File: src/core_pkg.sv
/*
  Shared widths, register counts, RISC-V opcodes, micro-op class codes
  and the instruction-word union with its R, I and S views
*/
package core_pkg;

  localparam int xlen = 32;
  localparam int reg_index_width = 5;
  localparam int arch_regs = 32;
  localparam int default_decode_width = 4;
  localparam int default_wb_ports = 4;
  localparam int uop_class_width = 2;
  localparam int mem_offset_width = 12;

  // Major opcodes handled by decode
  localparam logic [6:0] opcode_op = 7'b0110011;
  localparam logic [6:0] opcode_op_imm = 7'b0010011;
  localparam logic [6:0] opcode_lui = 7'b0110111;
  localparam logic [6:0] opcode_load = 7'b0000011;
  localparam logic [6:0] opcode_store = 7'b0100011;

  // Micro-op classes
  localparam logic [uop_class_width-1:0] class_int = 2'd0;
  localparam logic [uop_class_width-1:0] class_load = 2'd1;
  localparam logic [uop_class_width-1:0] class_store = 2'd2;

  // One instruction word, read through whichever format applies
  typedef union packed {
    struct packed {
      logic [6:0]                 funct7;
      logic [reg_index_width-1:0] rs2;
      logic [reg_index_width-1:0] rs1;
      logic [2:0]                 funct3;
      logic [reg_index_width-1:0] rd;
      logic [6:0]                 opcode;
    } r_view;
    struct packed {
      logic [11:0]                imm;
      logic [reg_index_width-1:0] rs1;
      logic [2:0]                 funct3;
      logic [reg_index_width-1:0] rd;
      logic [6:0]                 opcode;
    } i_view;
    struct packed {
      logic [6:0]                 imm_hi;
      logic [reg_index_width-1:0] rs2;
      logic [reg_index_width-1:0] rs1;
      logic [2:0]                 funct3;
      logic [4:0]                 imm_lo;
      logic [6:0]                 opcode;
    } s_view;
  } rv_inst_u;

endpackage

File: src/fetch_latch.sv
/*
  Register between fetch and decode, qualifies the slot valids
  and inserts bubbles on stall or flush
*/
`timescale 1ns/1ns

module fetch_latch #(
  parameter int decode_width = core_pkg::default_decode_width
) (
  input  logic                                   clock,
  input  logic                                   reset,
  input  logic                                   flush,
  input  logic                                   issue_full,
  input  logic                                   fetch_valid,
  input  logic [core_pkg::xlen-1:0]              fetch_pc,
  input  logic [decode_width*core_pkg::xlen-1:0] fetch_data,
  input  logic [decode_width-1:0]                fetch_slot_valid,
  output logic [decode_width*core_pkg::xlen-1:0] inst,
  output logic [core_pkg::xlen-1:0]              inst_pc,
  output logic [decode_width-1:0]                inst_valid
);

  // Words and pc follow the input, only the valids decide what is live
  always_ff @(posedge clock) begin
    inst    <= fetch_data;
    inst_pc <= fetch_pc;
  end

  always_ff @(posedge clock) begin
    if (reset || flush || issue_full) begin
      inst_valid <= '0;
    end else begin
      inst_valid <= fetch_slot_valid & {decode_width{fetch_valid}};
    end
  end

  // A flushed bundle never reaches decode
  assert property (@(posedge clock) disable iff (reset) flush |=> inst_valid == '0);

endmodule

File: src/inst_decode.sv
/*
  Combinational decode of each bundle slot into class, register
  indices, write and source enables and the memory offset
*/
`timescale 1ns/1ns

module inst_decode #(
  parameter int decode_width = core_pkg::default_decode_width
) (
  input  logic [decode_width*core_pkg::xlen-1:0]             inst,
  input  logic [decode_width-1:0]                            inst_valid,
  output logic [decode_width-1:0]                            uop_valid,
  output logic [decode_width*core_pkg::uop_class_width-1:0]  uop_class,
  output logic [decode_width*core_pkg::reg_index_width-1:0]  rd,
  output logic [decode_width-1:0]                            rd_valid,
  output logic [decode_width*core_pkg::reg_index_width-1:0]  rs1,
  output logic [decode_width*core_pkg::reg_index_width-1:0]  rs2,
  output logic [decode_width-1:0]                            rs2_used,
  output logic [decode_width*core_pkg::mem_offset_width-1:0] mem_offset
);

  import core_pkg::*;

  always_comb begin
    rv_inst_u word;
    logic     writes;
    for (int i = 0; i < decode_width; i++) begin
      word = inst[i*xlen +: xlen];
      writes = 1'b0;
      uop_valid[i] = inst_valid[i];
      uop_class[i*uop_class_width +: uop_class_width] = class_int;
      rd[i*reg_index_width +: reg_index_width] = word.r_view.rd;
      rs1[i*reg_index_width +: reg_index_width] = word.r_view.rs1;
      rs2[i*reg_index_width +: reg_index_width] = '0;
      rs2_used[i] = 1'b0;
      mem_offset[i*mem_offset_width +: mem_offset_width] = '0;
      case (word.r_view.opcode)
        opcode_op: begin
          writes = 1'b1;
          rs2[i*reg_index_width +: reg_index_width] = word.r_view.rs2;
          rs2_used[i] = 1'b1;
        end
        opcode_op_imm: begin
          writes = 1'b1;
        end
        opcode_lui: begin
          // Upper immediate, no sources at all
          writes = 1'b1;
          rs1[i*reg_index_width +: reg_index_width] = '0;
        end
        opcode_load: begin
          writes = 1'b1;
          uop_class[i*uop_class_width +: uop_class_width] = class_load;
          mem_offset[i*mem_offset_width +: mem_offset_width] = word.i_view.imm;
        end
        opcode_store: begin
          uop_class[i*uop_class_width +: uop_class_width] = class_store;
          rd[i*reg_index_width +: reg_index_width] = '0;
          rs2[i*reg_index_width +: reg_index_width] = word.s_view.rs2;
          rs2_used[i] = 1'b1;
          mem_offset[i*mem_offset_width +: mem_offset_width] =
            {word.s_view.imm_hi, word.s_view.imm_lo};
        end
        default: begin
          // Branches and everything else are dropped here
          uop_valid[i] = 1'b0;
        end
      endcase
      rd_valid[i] = writes && (rd[i*reg_index_width +: reg_index_width] != '0);
    end
  end

endmodule

File: src/stall_hold_stage.sv
/*
  Stage register that parks one bundle while downstream is full
  and presents it again on the first cycle after
*/
`timescale 1ns/1ns

module stall_hold_stage #(
  parameter int decode_width = core_pkg::default_decode_width,
  parameter int payload_width = 1
) (
  input  logic                     clock,
  input  logic                     reset,
  input  logic                     flush,
  input  logic                     issue_full,
  input  logic [payload_width-1:0] data_in,
  input  logic [decode_width-1:0]  valid_in,
  output logic [payload_width-1:0] data_out,
  output logic [decode_width-1:0]  valid_out
);

  logic [payload_width-1:0] parked_data;
  logic [decode_width-1:0]  parked_valid;
  logic                     stall_prev;

  // Four cases on {issue_full, stall_prev}
  always_ff @(posedge clock) begin
    if (reset || flush) begin
      valid_out    <= '0;
      parked_valid <= '0;
      stall_prev   <= 1'b0;
    end else begin
      case ({issue_full, stall_prev})
        2'b10: begin
          // First full cycle parks what decode offers
          valid_out    <= '0;
          parked_valid <= valid_in;
          stall_prev   <= 1'b1;
        end
        2'b01: begin
          // Full just dropped so the parked bundle goes out
          valid_out    <= parked_valid;
          parked_valid <= '0;
          stall_prev   <= 1'b0;
        end
        2'b11: valid_out <= '0;
        default: valid_out <= valid_in;
      endcase
    end
  end

  always_ff @(posedge clock) begin
    if (issue_full && !stall_prev) begin
      parked_data <= data_in;
    end
    if (!issue_full) begin
      data_out <= stall_prev ? parked_data : data_in;
    end
  end

  // Parking only ever starts from an empty buffer
  assert property (@(posedge clock) disable iff (reset)
    (issue_full && !stall_prev) |-> parked_valid == '0);

endmodule

File: src/scoreboard.sv
/*
  Busy bit per architectural register, set at dispatch, cleared at
  writeback, with operand lookup that sees earlier slots of the bundle
*/
`timescale 1ns/1ns

module scoreboard #(
  parameter int decode_width = core_pkg::default_decode_width,
  parameter int wb_ports = core_pkg::default_wb_ports
) (
  input  logic                                              clock,
  input  logic                                              reset,
  input  logic                                              flush,
  input  logic [decode_width-1:0]                           set_valid,
  input  logic [decode_width*core_pkg::reg_index_width-1:0] set_index,
  input  logic [wb_ports-1:0]                               wb_valid,
  input  logic [wb_ports*core_pkg::reg_index_width-1:0]     wb_index,
  input  logic [decode_width*core_pkg::reg_index_width-1:0] rs1,
  input  logic [decode_width*core_pkg::reg_index_width-1:0] rs2,
  output logic [decode_width-1:0]                           rs1_busy,
  output logic [decode_width-1:0]                           rs2_busy
);

  import core_pkg::*;

  logic [arch_regs-1:0] busy_bits;
  logic [arch_regs-1:0] busy_next;

  // Clears first so that a same-edge set wins
  always_comb begin
    busy_next = busy_bits;
    for (int w = 0; w < wb_ports; w++) begin
      if (wb_valid[w]) begin
        busy_next[wb_index[w*reg_index_width +: reg_index_width]] = 1'b0;
      end
    end
    for (int i = 0; i < decode_width; i++) begin
      if (set_valid[i]) begin
        busy_next[set_index[i*reg_index_width +: reg_index_width]] = 1'b1;
      end
    end
  end

  always_ff @(posedge clock) begin
    if (reset || flush) begin
      busy_bits <= '0;
    end else begin
      busy_bits <= busy_next;
    end
  end

  // Lookup uses stored bits plus writers in lower slots of the same bundle
  always_comb begin
    logic [reg_index_width-1:0] src1;
    logic [reg_index_width-1:0] src2;
    logic [reg_index_width-1:0] dst;
    for (int i = 0; i < decode_width; i++) begin
      src1 = rs1[i*reg_index_width +: reg_index_width];
      src2 = rs2[i*reg_index_width +: reg_index_width];
      rs1_busy[i] = busy_bits[src1];
      rs2_busy[i] = busy_bits[src2];
      for (int j = 0; j < i; j++) begin
        dst = set_index[j*reg_index_width +: reg_index_width];
        if (set_valid[j] && dst == src1) rs1_busy[i] = 1'b1;
        if (set_valid[j] && dst == src2) rs2_busy[i] = 1'b1;
      end
      if (src1 == '0) rs1_busy[i] = 1'b0;
      if (src2 == '0) rs2_busy[i] = 1'b0;
    end
  end

  // Dispatch never requests register 0 as a destination
  assert property (@(posedge clock) disable iff (reset) busy_bits[0] == 1'b0);

endmodule

File: src/dispatch_stage.sv
/*
  Routes held micro-ops into the integer and memory lanes by class,
  requests scoreboard sets and registers the lanes with busy tags
*/
`timescale 1ns/1ns

module dispatch_stage #(
  parameter int decode_width = core_pkg::default_decode_width
) (
  input  logic                                               clock,
  input  logic                                               reset,
  input  logic                                               flush,
  input  logic [decode_width-1:0]                            uop_valid,
  input  logic [decode_width*core_pkg::uop_class_width-1:0]  uop_class,
  input  logic [core_pkg::xlen-1:0]                          uop_pc,
  input  logic [decode_width*core_pkg::reg_index_width-1:0]  uop_rd,
  input  logic [decode_width-1:0]                            uop_rd_valid,
  input  logic [decode_width*core_pkg::reg_index_width-1:0]  uop_rs1,
  input  logic [decode_width*core_pkg::reg_index_width-1:0]  uop_rs2,
  input  logic [decode_width-1:0]                            uop_rs2_used,
  input  logic [decode_width*core_pkg::mem_offset_width-1:0] uop_mem_offset,
  input  logic [decode_width-1:0]                            rs1_busy,
  input  logic [decode_width-1:0]                            rs2_busy,
  output logic [decode_width-1:0]                            set_valid,
  output logic [decode_width*core_pkg::reg_index_width-1:0]  set_index,
  output logic [decode_width-1:0]                            int_valid,
  output logic [decode_width*core_pkg::xlen-1:0]             int_pc,
  output logic [decode_width*core_pkg::reg_index_width-1:0]  int_rd,
  output logic [decode_width-1:0]                            int_rd_valid,
  output logic [decode_width*core_pkg::reg_index_width-1:0]  int_rs1,
  output logic [decode_width*core_pkg::reg_index_width-1:0]  int_rs2,
  output logic [decode_width-1:0]                            int_rs1_busy,
  output logic [decode_width-1:0]                            int_rs2_busy,
  output logic [decode_width-1:0]                            mem_valid,
  output logic [decode_width-1:0]                            mem_is_store,
  output logic [decode_width*core_pkg::xlen-1:0]             mem_pc,
  output logic [decode_width*core_pkg::reg_index_width-1:0]  mem_rd,
  output logic [decode_width*core_pkg::reg_index_width-1:0]  mem_rs1,
  output logic [decode_width*core_pkg::reg_index_width-1:0]  mem_rs2,
  output logic [decode_width*core_pkg::mem_offset_width-1:0] mem_offset,
  output logic [decode_width-1:0]                            mem_rs1_busy,
  output logic [decode_width-1:0]                            mem_rs2_busy
);

  import core_pkg::*;

  logic [decode_width-1:0]      to_int;
  logic [decode_width-1:0]      to_mem;
  logic [decode_width-1:0]      is_store;
  logic [decode_width-1:0]      src2_busy;
  logic [decode_width*xlen-1:0] slot_pc;

  // Every dispatched writer marks its destination busy
  assign set_valid = uop_valid & uop_rd_valid;
  assign set_index = uop_rd;
  assign src2_busy = rs2_busy & uop_rs2_used;

  always_comb begin
    logic [uop_class_width-1:0] cls;
    for (int i = 0; i < decode_width; i++) begin
      cls = uop_class[i*uop_class_width +: uop_class_width];
      is_store[i] = (cls == class_store);
      to_int[i] = uop_valid[i] && (cls == class_int);
      to_mem[i] = uop_valid[i] && (cls == class_load || cls == class_store);
      slot_pc[i*xlen +: xlen] = uop_pc + xlen'(4 * i);
    end
  end

  always_ff @(posedge clock) begin
    if (reset || flush) begin
      int_valid <= '0;
      mem_valid <= '0;
    end else begin
      int_valid <= to_int;
      mem_valid <= to_mem;
    end
  end

  // Both lanes take the full payload and the lane valid selects the owner
  always_ff @(posedge clock) begin
    int_pc       <= slot_pc;
    int_rd       <= uop_rd;
    int_rd_valid <= uop_rd_valid;
    int_rs1      <= uop_rs1;
    int_rs2      <= uop_rs2;
    int_rs1_busy <= rs1_busy;
    int_rs2_busy <= src2_busy;
    mem_is_store <= is_store;
    mem_pc       <= slot_pc;
    mem_rd       <= uop_rd;
    mem_rs1      <= uop_rs1;
    mem_rs2      <= uop_rs2;
    mem_offset   <= uop_mem_offset;
    mem_rs1_busy <= rs1_busy;
    mem_rs2_busy <= src2_busy;
  end

  // Every valid slot goes to exactly one lane
  assert property (@(posedge clock) disable iff (reset) (to_int ^ to_mem) == uop_valid);

endmodule

File: src/frontend_core.sv
/*
  Front-end top level: fetch latch, decode, hold stage, scoreboard
  and dispatch, with fetch-ready taken from the issue-full level
*/
`timescale 1ns/1ns

module frontend_core #(
  parameter int decode_width = core_pkg::default_decode_width,
  parameter int wb_ports = core_pkg::default_wb_ports
) (
  input  logic                                               clock,
  input  logic                                               reset,
  input  logic                                               fetch_valid,
  input  logic [core_pkg::xlen-1:0]                          fetch_pc,
  input  logic [decode_width*core_pkg::xlen-1:0]             fetch_data,
  input  logic [decode_width-1:0]                            fetch_slot_valid,
  input  logic                                               issue_full,
  input  logic                                               flush,
  input  logic [wb_ports-1:0]                                wb_valid,
  input  logic [wb_ports*core_pkg::reg_index_width-1:0]      wb_index,
  output logic                                               fetch_ready,
  output logic [decode_width-1:0]                            int_valid,
  output logic [decode_width*core_pkg::xlen-1:0]             int_pc,
  output logic [decode_width*core_pkg::reg_index_width-1:0]  int_rd,
  output logic [decode_width-1:0]                            int_rd_valid,
  output logic [decode_width*core_pkg::reg_index_width-1:0]  int_rs1,
  output logic [decode_width*core_pkg::reg_index_width-1:0]  int_rs2,
  output logic [decode_width-1:0]                            int_rs1_busy,
  output logic [decode_width-1:0]                            int_rs2_busy,
  output logic [decode_width-1:0]                            mem_valid,
  output logic [decode_width-1:0]                            mem_is_store,
  output logic [decode_width*core_pkg::xlen-1:0]             mem_pc,
  output logic [decode_width*core_pkg::reg_index_width-1:0]  mem_rd,
  output logic [decode_width*core_pkg::reg_index_width-1:0]  mem_rs1,
  output logic [decode_width*core_pkg::reg_index_width-1:0]  mem_rs2,
  output logic [decode_width*core_pkg::mem_offset_width-1:0] mem_offset,
  output logic [decode_width-1:0]                            mem_rs1_busy,
  output logic [decode_width-1:0]                            mem_rs2_busy
);

  import core_pkg::*;

  localparam int rw = reg_index_width;
  localparam int payload_width =
    xlen + decode_width * (mem_offset_width + 3 * rw + 2 + uop_class_width);

  logic [decode_width*xlen-1:0]             inst;
  logic [xlen-1:0]                          inst_pc;
  logic [decode_width-1:0]                  inst_valid;
  logic [decode_width-1:0]                  dec_valid, dec_rd_valid, dec_rs2_used;
  logic [decode_width*uop_class_width-1:0]  dec_class;
  logic [decode_width*rw-1:0]               dec_rd, dec_rs1, dec_rs2;
  logic [decode_width*mem_offset_width-1:0] dec_offset;
  logic [payload_width-1:0]                 dec_payload, held_payload;
  logic [decode_width-1:0]                  held_valid, held_rd_valid, held_rs2_used;
  logic [decode_width*uop_class_width-1:0]  held_class;
  logic [xlen-1:0]                          held_pc;
  logic [decode_width*rw-1:0]               held_rd, held_rs1, held_rs2;
  logic [decode_width*mem_offset_width-1:0] held_offset;
  logic [decode_width-1:0]                  set_valid, rs1_busy, rs2_busy;
  logic [decode_width*rw-1:0]               set_index;

  assign fetch_ready = !issue_full;

  assign dec_payload = {inst_pc, dec_offset, dec_rs2_used, dec_rs2, dec_rs1,
                        dec_rd_valid, dec_rd, dec_class};
  assign {held_pc, held_offset, held_rs2_used, held_rs2, held_rs1,
          held_rd_valid, held_rd, held_class} = held_payload;

  fetch_latch #(.decode_width(decode_width)) u_fetch_latch (
    .clock(clock), .reset(reset), .flush(flush), .issue_full(issue_full),
    .fetch_valid(fetch_valid), .fetch_pc(fetch_pc), .fetch_data(fetch_data),
    .fetch_slot_valid(fetch_slot_valid),
    .inst(inst), .inst_pc(inst_pc), .inst_valid(inst_valid)
  );

  inst_decode #(.decode_width(decode_width)) u_inst_decode (
    .inst(inst), .inst_valid(inst_valid), .uop_valid(dec_valid), .uop_class(dec_class),
    .rd(dec_rd), .rd_valid(dec_rd_valid), .rs1(dec_rs1), .rs2(dec_rs2),
    .rs2_used(dec_rs2_used), .mem_offset(dec_offset)
  );

  stall_hold_stage #(
    .decode_width(decode_width),
    .payload_width(payload_width)
  ) u_stall_hold_stage (
    .clock(clock), .reset(reset), .flush(flush), .issue_full(issue_full),
    .data_in(dec_payload), .valid_in(dec_valid),
    .data_out(held_payload), .valid_out(held_valid)
  );

  scoreboard #(.decode_width(decode_width), .wb_ports(wb_ports)) u_scoreboard (
    .clock(clock), .reset(reset), .flush(flush),
    .set_valid(set_valid), .set_index(set_index),
    .wb_valid(wb_valid), .wb_index(wb_index),
    .rs1(held_rs1), .rs2(held_rs2), .rs1_busy(rs1_busy), .rs2_busy(rs2_busy)
  );

  dispatch_stage #(.decode_width(decode_width)) u_dispatch_stage (
    .clock(clock), .reset(reset), .flush(flush),
    .uop_valid(held_valid), .uop_class(held_class), .uop_pc(held_pc),
    .uop_rd(held_rd), .uop_rd_valid(held_rd_valid), .uop_rs1(held_rs1),
    .uop_rs2(held_rs2), .uop_rs2_used(held_rs2_used), .uop_mem_offset(held_offset),
    .rs1_busy(rs1_busy), .rs2_busy(rs2_busy),
    .set_valid(set_valid), .set_index(set_index),
    .int_valid(int_valid), .int_pc(int_pc), .int_rd(int_rd), .int_rd_valid(int_rd_valid),
    .int_rs1(int_rs1), .int_rs2(int_rs2),
    .int_rs1_busy(int_rs1_busy), .int_rs2_busy(int_rs2_busy),
    .mem_valid(mem_valid), .mem_is_store(mem_is_store), .mem_pc(mem_pc),
    .mem_rd(mem_rd), .mem_rs1(mem_rs1), .mem_rs2(mem_rs2), .mem_offset(mem_offset),
    .mem_rs1_busy(mem_rs1_busy), .mem_rs2_busy(mem_rs2_busy)
  );

endmodule

File: config.mk
export PLATFORM = sky130hd
export DESIGN_NAME = frontend_core
export DESIGN_NICKNAME = d
export VERILOG_FILES = /design/src/core_pkg.sv /design/src/fetch_latch.sv /design/src/inst_decode.sv /design/src/stall_hold_stage.sv /design/src/scoreboard.sv /design/src/dispatch_stage.sv /design/src/frontend_core.sv
export SDC_FILE = /design/constraint.sdc
export NUM_CORES = 1
export LEC_CHECK = 0
export BUFFER_PORTS_ARGS = -buffer_cell sky130_fd_sc_hd__buf_4
export CORE_MARGIN = 8
export CORE_UTILIZATION = 40
export CTS_BUF_LIST = sky130_fd_sc_hd__clkbuf_8
export CTS_CLUSTER_SIZE = 40
export DETAILED_ROUTE_END_ITERATION = 16
export GPL_TIMING_DRIVEN = 0
export SLEW_MARGIN = 20
export SYNTH_ARGS = -nofsm -noshare
export SYNTH_HDL_FRONTEND = slang
export SYNTH_HIERARCHICAL = 1
export SYNTH_SLANG_ARGS = --single-unit
File: constraint.sdc
create_clock -name clock -period 10 [get_ports clock]
set_clock_uncertainty 0.2 [all_clocks]
set_input_delay 2 -clock clock [delete_from_list [all_inputs] [get_ports clock]]
set_output_delay 2 -clock clock [all_outputs]
set_load 0.02 [all_outputs]
==> flow_metrics.env, run 1 <==
export IMPL_coreArea_um2=77080
export IMPL_min_from="u_stall_hold_stage/data_out[98]"
export IMPL_final_area_um2=39990
export IMPL_p_leak_nw=16.82
export IMPL_cap_violations=0
export IMPL_io_pins=650
export IMPL_path_max_fanout=4
export IMPL_postPlaceCellArea_um2=37270
export IMPL_drtAntennaViolNets=0
export IMPL_setup_viol=0
export IMPL_postCtsHoldBufs=0
export IMPL_post_cts_buffers=0
export IMPL_dpl_worst_slack_ps=5418
export IMPL_die_width_um=294.5
export IMPL_clock_sinks=757
export IMPL_cts_resized=0
export IMPL_busiest_layer="met2"
export IMPL_start_util=0.4025
export IMPL_rsz0062_at_grt="no"
export IMPL_cts_buffers=120
export IMPL_cp_end_kind="primary output"
export IMPL_post_route_period_util=0.4585
export IMPL_grt_use_met3=0.05482
export IMPL_place_gp_congestion=0.9007
export IMPL_cts_root_buffer="clkbuf_8"
export IMPL_ir_worst_vdd_mv=0.1216
export IMPL_comb_power_share=0.125
export IMPL_startpoint_type="primary input"
export IMPL_total_power_mw=7.278
export IMPL_cp_data_required_time_ps=7800
export IMPL_grt_ovfl_total=0
export IMPL_max_stage_delay_ps=170
export IMPL_fin_ws_ps=5415
export IMPL_clkPwrFrac=0.391
export IMPL_hpwl_um=76370
export IMPL_grt_antenna_before_repair=3
export IMPL_drive_gt1_frac=0.4423
export IMPL_grt_met1_usage=0.2695
export IMPL_worstMarginPinSlew_ps=1195
export IMPL_tns_ps=0
export IMPL_fp_dieArea_um2=86730
export IMPL_r2r_start="u_stall_hold_stage/data_out[9]"
export IMPL_cts_tree="done"
export IMPL_clkTransAtPathRegs_ps=60
export IMPL_crit_arrival_ps=2380
export IMPL_maxSlewHeadroom=0.2003
export IMPL_ys_warn_count=6
export IMPL_hold_violations=0
export IMPL_vias=21378
export IMPL_path_cells="buf_4 > inv_1 > buf_4"
export IMPL_clk_latency_ps=740
export IMPL_cp_slowest_cell="buf_4"
export IMPL_fin_cells=4223
export IMPL_worstReg2RegEnd="u_scoreboard/busy_bits[23]"
export IMPL_min_period_ps=4585
export IMPL_grt_max_degree=86
export IMPL_synth_fp_nets=2517
export IMPL_path_common_cell="buf_4"
export IMPL_cp_num_buf_inv=3
export IMPL_p_int_mw=5.446
export IMPL_areaGrowthSynthToFinish_pct=28.89
export IMPL_drt_iter0_markers=1492
export IMPL_io_buffers=637
export IMPL_clock_fmax_mhz=218.1
export IMPL_place_inst=3993
export IMPL_p_sw_frac=0.2518
export IMPL_path_class="in2out"
export IMPL_grt_pass1_vias=22058
export IMPL_holdPathStages=0
export IMPL_status="finished, final reports clean"
export IMPL_fin_nets=3284
export IMPL_dr_pass1_iters=5
export IMPL_holdWs_ps=137.0
export IMPL_critPathTopFamily="buffers and inverters"
export IMPL_grt_use_total=0.2214
export IMPL_switchingPower_mw=1.833
export IMPL_final_util=0.5188
export IMPL_min_to="u_dispatch_stage/mem_offset[22]"
export IMPL_avgViaCountPerCell=5.062
export IMPL_clockBufferDepth=3
export IMPL_drc_errors=0
export IMPL_cellPowerDensity_nw_per_um2=182.0
export IMPL_wl_um=100800
export IMPL_die_y_um=294.5
export IMPL_post_drt_wl_per_cell_um=23.88
export IMPL_cts_max_level=3
export IMPL_grt_pass1_wl_um=145300
export IMPL_slew_violations=0
export IMPL_worstRegToRegCells=6
export IMPL_hold_path_class="reg2reg"
export IMPL_syn_avg_cell_area_um2=13.44
export IMPL_grt_use_met2=0.3857
export IMPL_syn_inst=2308
export IMPL_pwr_share_seq=0.484
export IMPL_reg2reg_slack_ps=7210
export IMPL_num_rows=102
export IMPL_synthesis_area_um2=31020
cell type report:
cell class                      count  area, um2
Buffer                            343       2382
Antenna cell                        2      5.005
Inverter                           22      90.09
Timing Repair Buffer              645       4907
Clock inverter                     77      631.9
Tap cell                         1040       1301
Multi-Input combinational cell   1186      10310
Sequential cell                   757      18280
Clock buffer                      151       2078
Fill cell                        6699      37100
cells in the final DEF, fill, tap and decap left out, types with 12 or more instances in the layout:
| cell type | count |
|---|---|
| nor3_1 | 26 |
| nor2b_1 | 32 |
| o22ai_1 | 57 |
| nand2_1 | 87 |
| a211oi_1 | 29 |
| mux2_2 | 67 |
| mux2_4 | 101 |
| mux4_2 | 56 |
| clkbuf_8 | 158 |
| dfxtp_1 | 445 |
| a221oi_1 | 31 |
| ha_1 | 15 |
| xor2_1 | 74 |
| nor3b_1 | 14 |
| nor4_1 | 16 |
| clkbuf_1 | 49 |
| or3b_2 | 12 |
| and3_1 | 58 |
| buf_2 | 29 |
| and2_1 | 38 |
| xnor2_1 | 69 |
| nor2_1 | 96 |
| inv_1 | 54 |
| a22o_1 | 27 |
| nand3_1 | 35 |
| edfxtp_1 | 312 |
| buf_4 | 870 |
| clkinv_2 | 25 |
| a21oi_1 | 22 |
| nand3b_1 | 30 |
| buf_6 | 17 |
| mux2i_1 | 40 |
sequential cells by signal, summed over array words and instances (netlist names), 4 cells and up:
signal / cells
u_stall_hold_stage/valid_out: 4
u_scoreboard/busy_bits: 32
u_dispatch_stage/mem_valid: 4
u_dispatch_stage/int_rd_valid: 4
u_dispatch_stage/mem_rd: 20
u_dispatch_stage/mem_offset: 48
u_dispatch_stage/mem_is_store: 4
u_stall_hold_stage/parked_valid: 4
u_dispatch_stage/mem_rs2_busy: 4
u_fetch_latch/inst_valid: 4
u_dispatch_stage/mem_rs1: 20
u_dispatch_stage/mem_rs2: 20
u_stall_hold_stage/parked_data: 156
u_dispatch_stage/int_valid: 4
u_stall_hold_stage/data_out: 156
u_fetch_latch/inst: 116
u_fetch_latch/inst_pc: 32
u_dispatch_stage/mem_pc: 120
u_dispatch_stage/mem_rs1_busy: 4
metal layers:
| layer | vias to the layer above | part of all wire |
|---|---|---|
| met5 | - | 0 |
| met4 | 0 | 0.025 |
| met3 | 165 | 0.077 |
| met2 | 984 | 0.50 |
| met1 | 10481 | 0.40 |
| li1 | 9748 | - |
power by group through the flow:
stage	Sequential, mW	Clock (mW)	Combinational, mW
after CTS	3.53	2.93	0.918
after floorplan	3.63	0	0.453
final	3.52	2.84	0.911
after global placement	3.61	0	0.902
after detailed placement	3.59	0	0.916
after global routing	3.54	3.07	0.963
how the worst max path moves through the flow:
stage | slack, ps | endpoint | cells past startpoint | startpoint
after CTS | 5410 | fetch_ready | 3 | issue_full
final | 5420 | fetch_ready | 3 | issue_full
after floorplan | 3590 | u_stall_hold_stage/stall_prev | 5 | issue_full
after global routing | 5400 | fetch_ready | 3 | issue_full
after global placement | 1110 | u_stall_hold_stage/parked_data[34] | 2 | issue_full
after detailed placement | 5420 | fetch_ready | 3 | issue_full
Power figures use the tool's default switching activity.
==> inputs of run 2 (changes only) <==
- ABC_AREA: default -> 1
- clock period: 10 -> 3.97 ns (I/O delays scaled with it)
==> run 2 against run 1 <==
- non-clock buffer count increased by 132
- worst hold slack got worse by 34 ps
- combinational power increased to 3.1 times the previous value
- flip-flop and latch count unchanged
- global-route usage increased by 3.5 points
- worst setup slack got worse by 4200 ps
- area after synthesis increased by 3.2%
- clock-buffer cell count increased by 2
- sequential power increased to 2.5 times the previous value
- critical path type is now reg2reg
- highest routed layer is now met5
==> flow_metrics.env, run 2 <==
export IMPL_status="finished, final reports clean"
export IMPL_ys_warn_count=6
export IMPL_coreArea_um2=79130
export IMPL_clk_latency_ps=780
export IMPL_min_from="fetch_slot_valid[2]"
export IMPL_dpl_worst_slack_ps=1142
export IMPL_drt_iter0_markers=2604
export IMPL_drtAntennaViolNets=0
export IMPL_min_period_ps=2752
export IMPL_hpwl_um=90470
export IMPL_cellPowerDensity_nw_per_um2=443.3
export IMPL_worstRegToRegCells=6
export IMPL_holdPathStages=3
export IMPL_mostFrequentLayoutCells="1032 x nand2_1, 881 x buf_4, 445 x dfxtp_1"
export IMPL_grt_use_total=0.2562
export IMPL_clock_fmax_mhz=363.4
export IMPL_ir_worst_vdd_mv=0.3094
export IMPL_fin_cells=5677
export IMPL_grt_use_met2=0.4230
export IMPL_setup_viol=0
export IMPL_synthesis_area_um2=32020
export IMPL_place_gp_congestion=0.9523
export IMPL_synth_fp_nets=3796
export IMPL_p_leak_nw=20.14
export IMPL_syn_inst=3587
export IMPL_grt_pass1_wl_um=174200
export IMPL_hold_path_class="in2reg"
export IMPL_io_buffers=637
export IMPL_fin_nets=4723
export IMPL_startpoint_type="flip-flop"
export IMPL_die_width_um=299.0
export IMPL_clock_sinks=757
export IMPL_start_util=0.4047
export IMPL_areaGrowthSynthToFinish_pct=32.69
export IMPL_maxSlewHeadroom=0.4716
export IMPL_grt_antenna_before_repair=10
export IMPL_cts_resized=0
export IMPL_clockBufferDepth=3
export IMPL_grt_pass1_vias=26859
export IMPL_grt_ovfl_total=0
export IMPL_cts_tree="done"
export IMPL_vias=27583
export IMPL_grt_use_met3=0.05921
export IMPL_busiest_layer="met2"
export IMPL_dr_pass1_iters=5
export IMPL_avgViaCountPerCell=4.859
export IMPL_cts_root_buffer="clkbuf_8"
export IMPL_post_cts_buffers=0
export IMPL_final_util=0.5370
export IMPL_cp_end_kind="flip-flop"
export IMPL_slew_violations=0
export IMPL_cp_data_required_time_ps=4190
export IMPL_tns_ps=0
export IMPL_fp_dieArea_um2=89370
export IMPL_drive_gt1_frac=0.2765
export IMPL_worstMarginPinSlew_ps=785.3
export IMPL_post_route_period_util=0.6931
export IMPL_drc_errors=0
export IMPL_post_drt_wl_per_cell_um=20.94
export IMPL_place_inst=5283
export IMPL_hold_violations=0
export IMPL_grt_met1_usage=0.3330
export IMPL_reg_top3="u_stall_hold_stage/data_out (156), u_stall_hold_stage/parked_data (156), u_dispatch_stage/mem_pc (120)"
export IMPL_worstReg2RegEnd="u_stall_hold_stage/parked_data[38]"
export IMPL_total_power_mw=18.84
export IMPL_min_to="u_fetch_latch/inst_valid[2]"
export IMPL_grt_max_degree=51
export IMPL_rsz0062_at_grt="no"
export IMPL_die_y_um=299.0
export IMPL_path_class="reg2reg"
export IMPL_wl_um=118900
export IMPL_reg2reg_slack_ps=1220
export IMPL_syn_avg_cell_area_um2=8.928
export IMPL_path_max_fanout=50
export IMPL_cts_max_level=4
export IMPL_crit_arrival_ps=2970
export IMPL_fin_ws_ps=1218
export IMPL_postCtsHoldBufs=148
export IMPL_clkTransAtPathRegs_ps=60
export IMPL_io_pins=650
export IMPL_cts_buffers=131
export IMPL_layout_commonest_cell="nand2_1"
export IMPL_r2r_start="u_stall_hold_stage/stall_prev"
export IMPL_num_rows=103
export IMPL_cap_violations=0
## run 2: worst max-delay path by stage
stage,from,end,depth (start not counted)
2_1_floorplan,issue_full,u_stall_hold_stage/parked_valid[0],5
3_3_place_gp,issue_full,u_stall_hold_stage/valid_out[3],6
3_5_place_dp,issue_full,u_stall_hold_stage/parked_data[33],4
4_1_cts,u_stall_hold_stage/stall_prev,u_stall_hold_stage/parked_data[38],6
5_1_grt,u_stall_hold_stage/stall_prev,u_stall_hold_stage/parked_data[38],6
6_report,u_stall_hold_stage/stall_prev,u_stall_hold_stage/parked_data[38],6
## run 2: metal layers
layer  wire [um]  vias to the layer above
met5          15                        -
met4        3054                        4
met3        9684                      188
met2       56130                     1231
met1       50020                    12880
li1            -                    13280
## run 2: worst max-delay path: stages, from the launching register on
cell     delay (ps)
dfxtp_1         330
buf_4           160
inv_4            70
buf_2           280
ha_4            660
buf_12          320
buf_16          280
## run 2: cell type report
class,count,area [um2]
flip-flops and latches,757,18280
clock inverters,85,548.0
well taps,1050,1314
diodes,8,20.02
multi-input cells,2170,10130
repair buffers,794,6466
inverters,334,1275
clock buffers,153,2106
plain buffers,326,2355
fillers,7423,36630
## run 2: stage by stage
stage               hold slack, ps  area [um2]
finish                       103.1       42490
global route                 69.55       42480
CTS                          50.23       42470
detailed placement           126.9       38340
global placement             124.3       38130
floorplan                    123.3       32030
## run 2: report_power, final
group	switching [mW]	internal (mW)
Sequential	0.335	8.62
Combinational	1.63	1.19
Clock	3.20	3.87
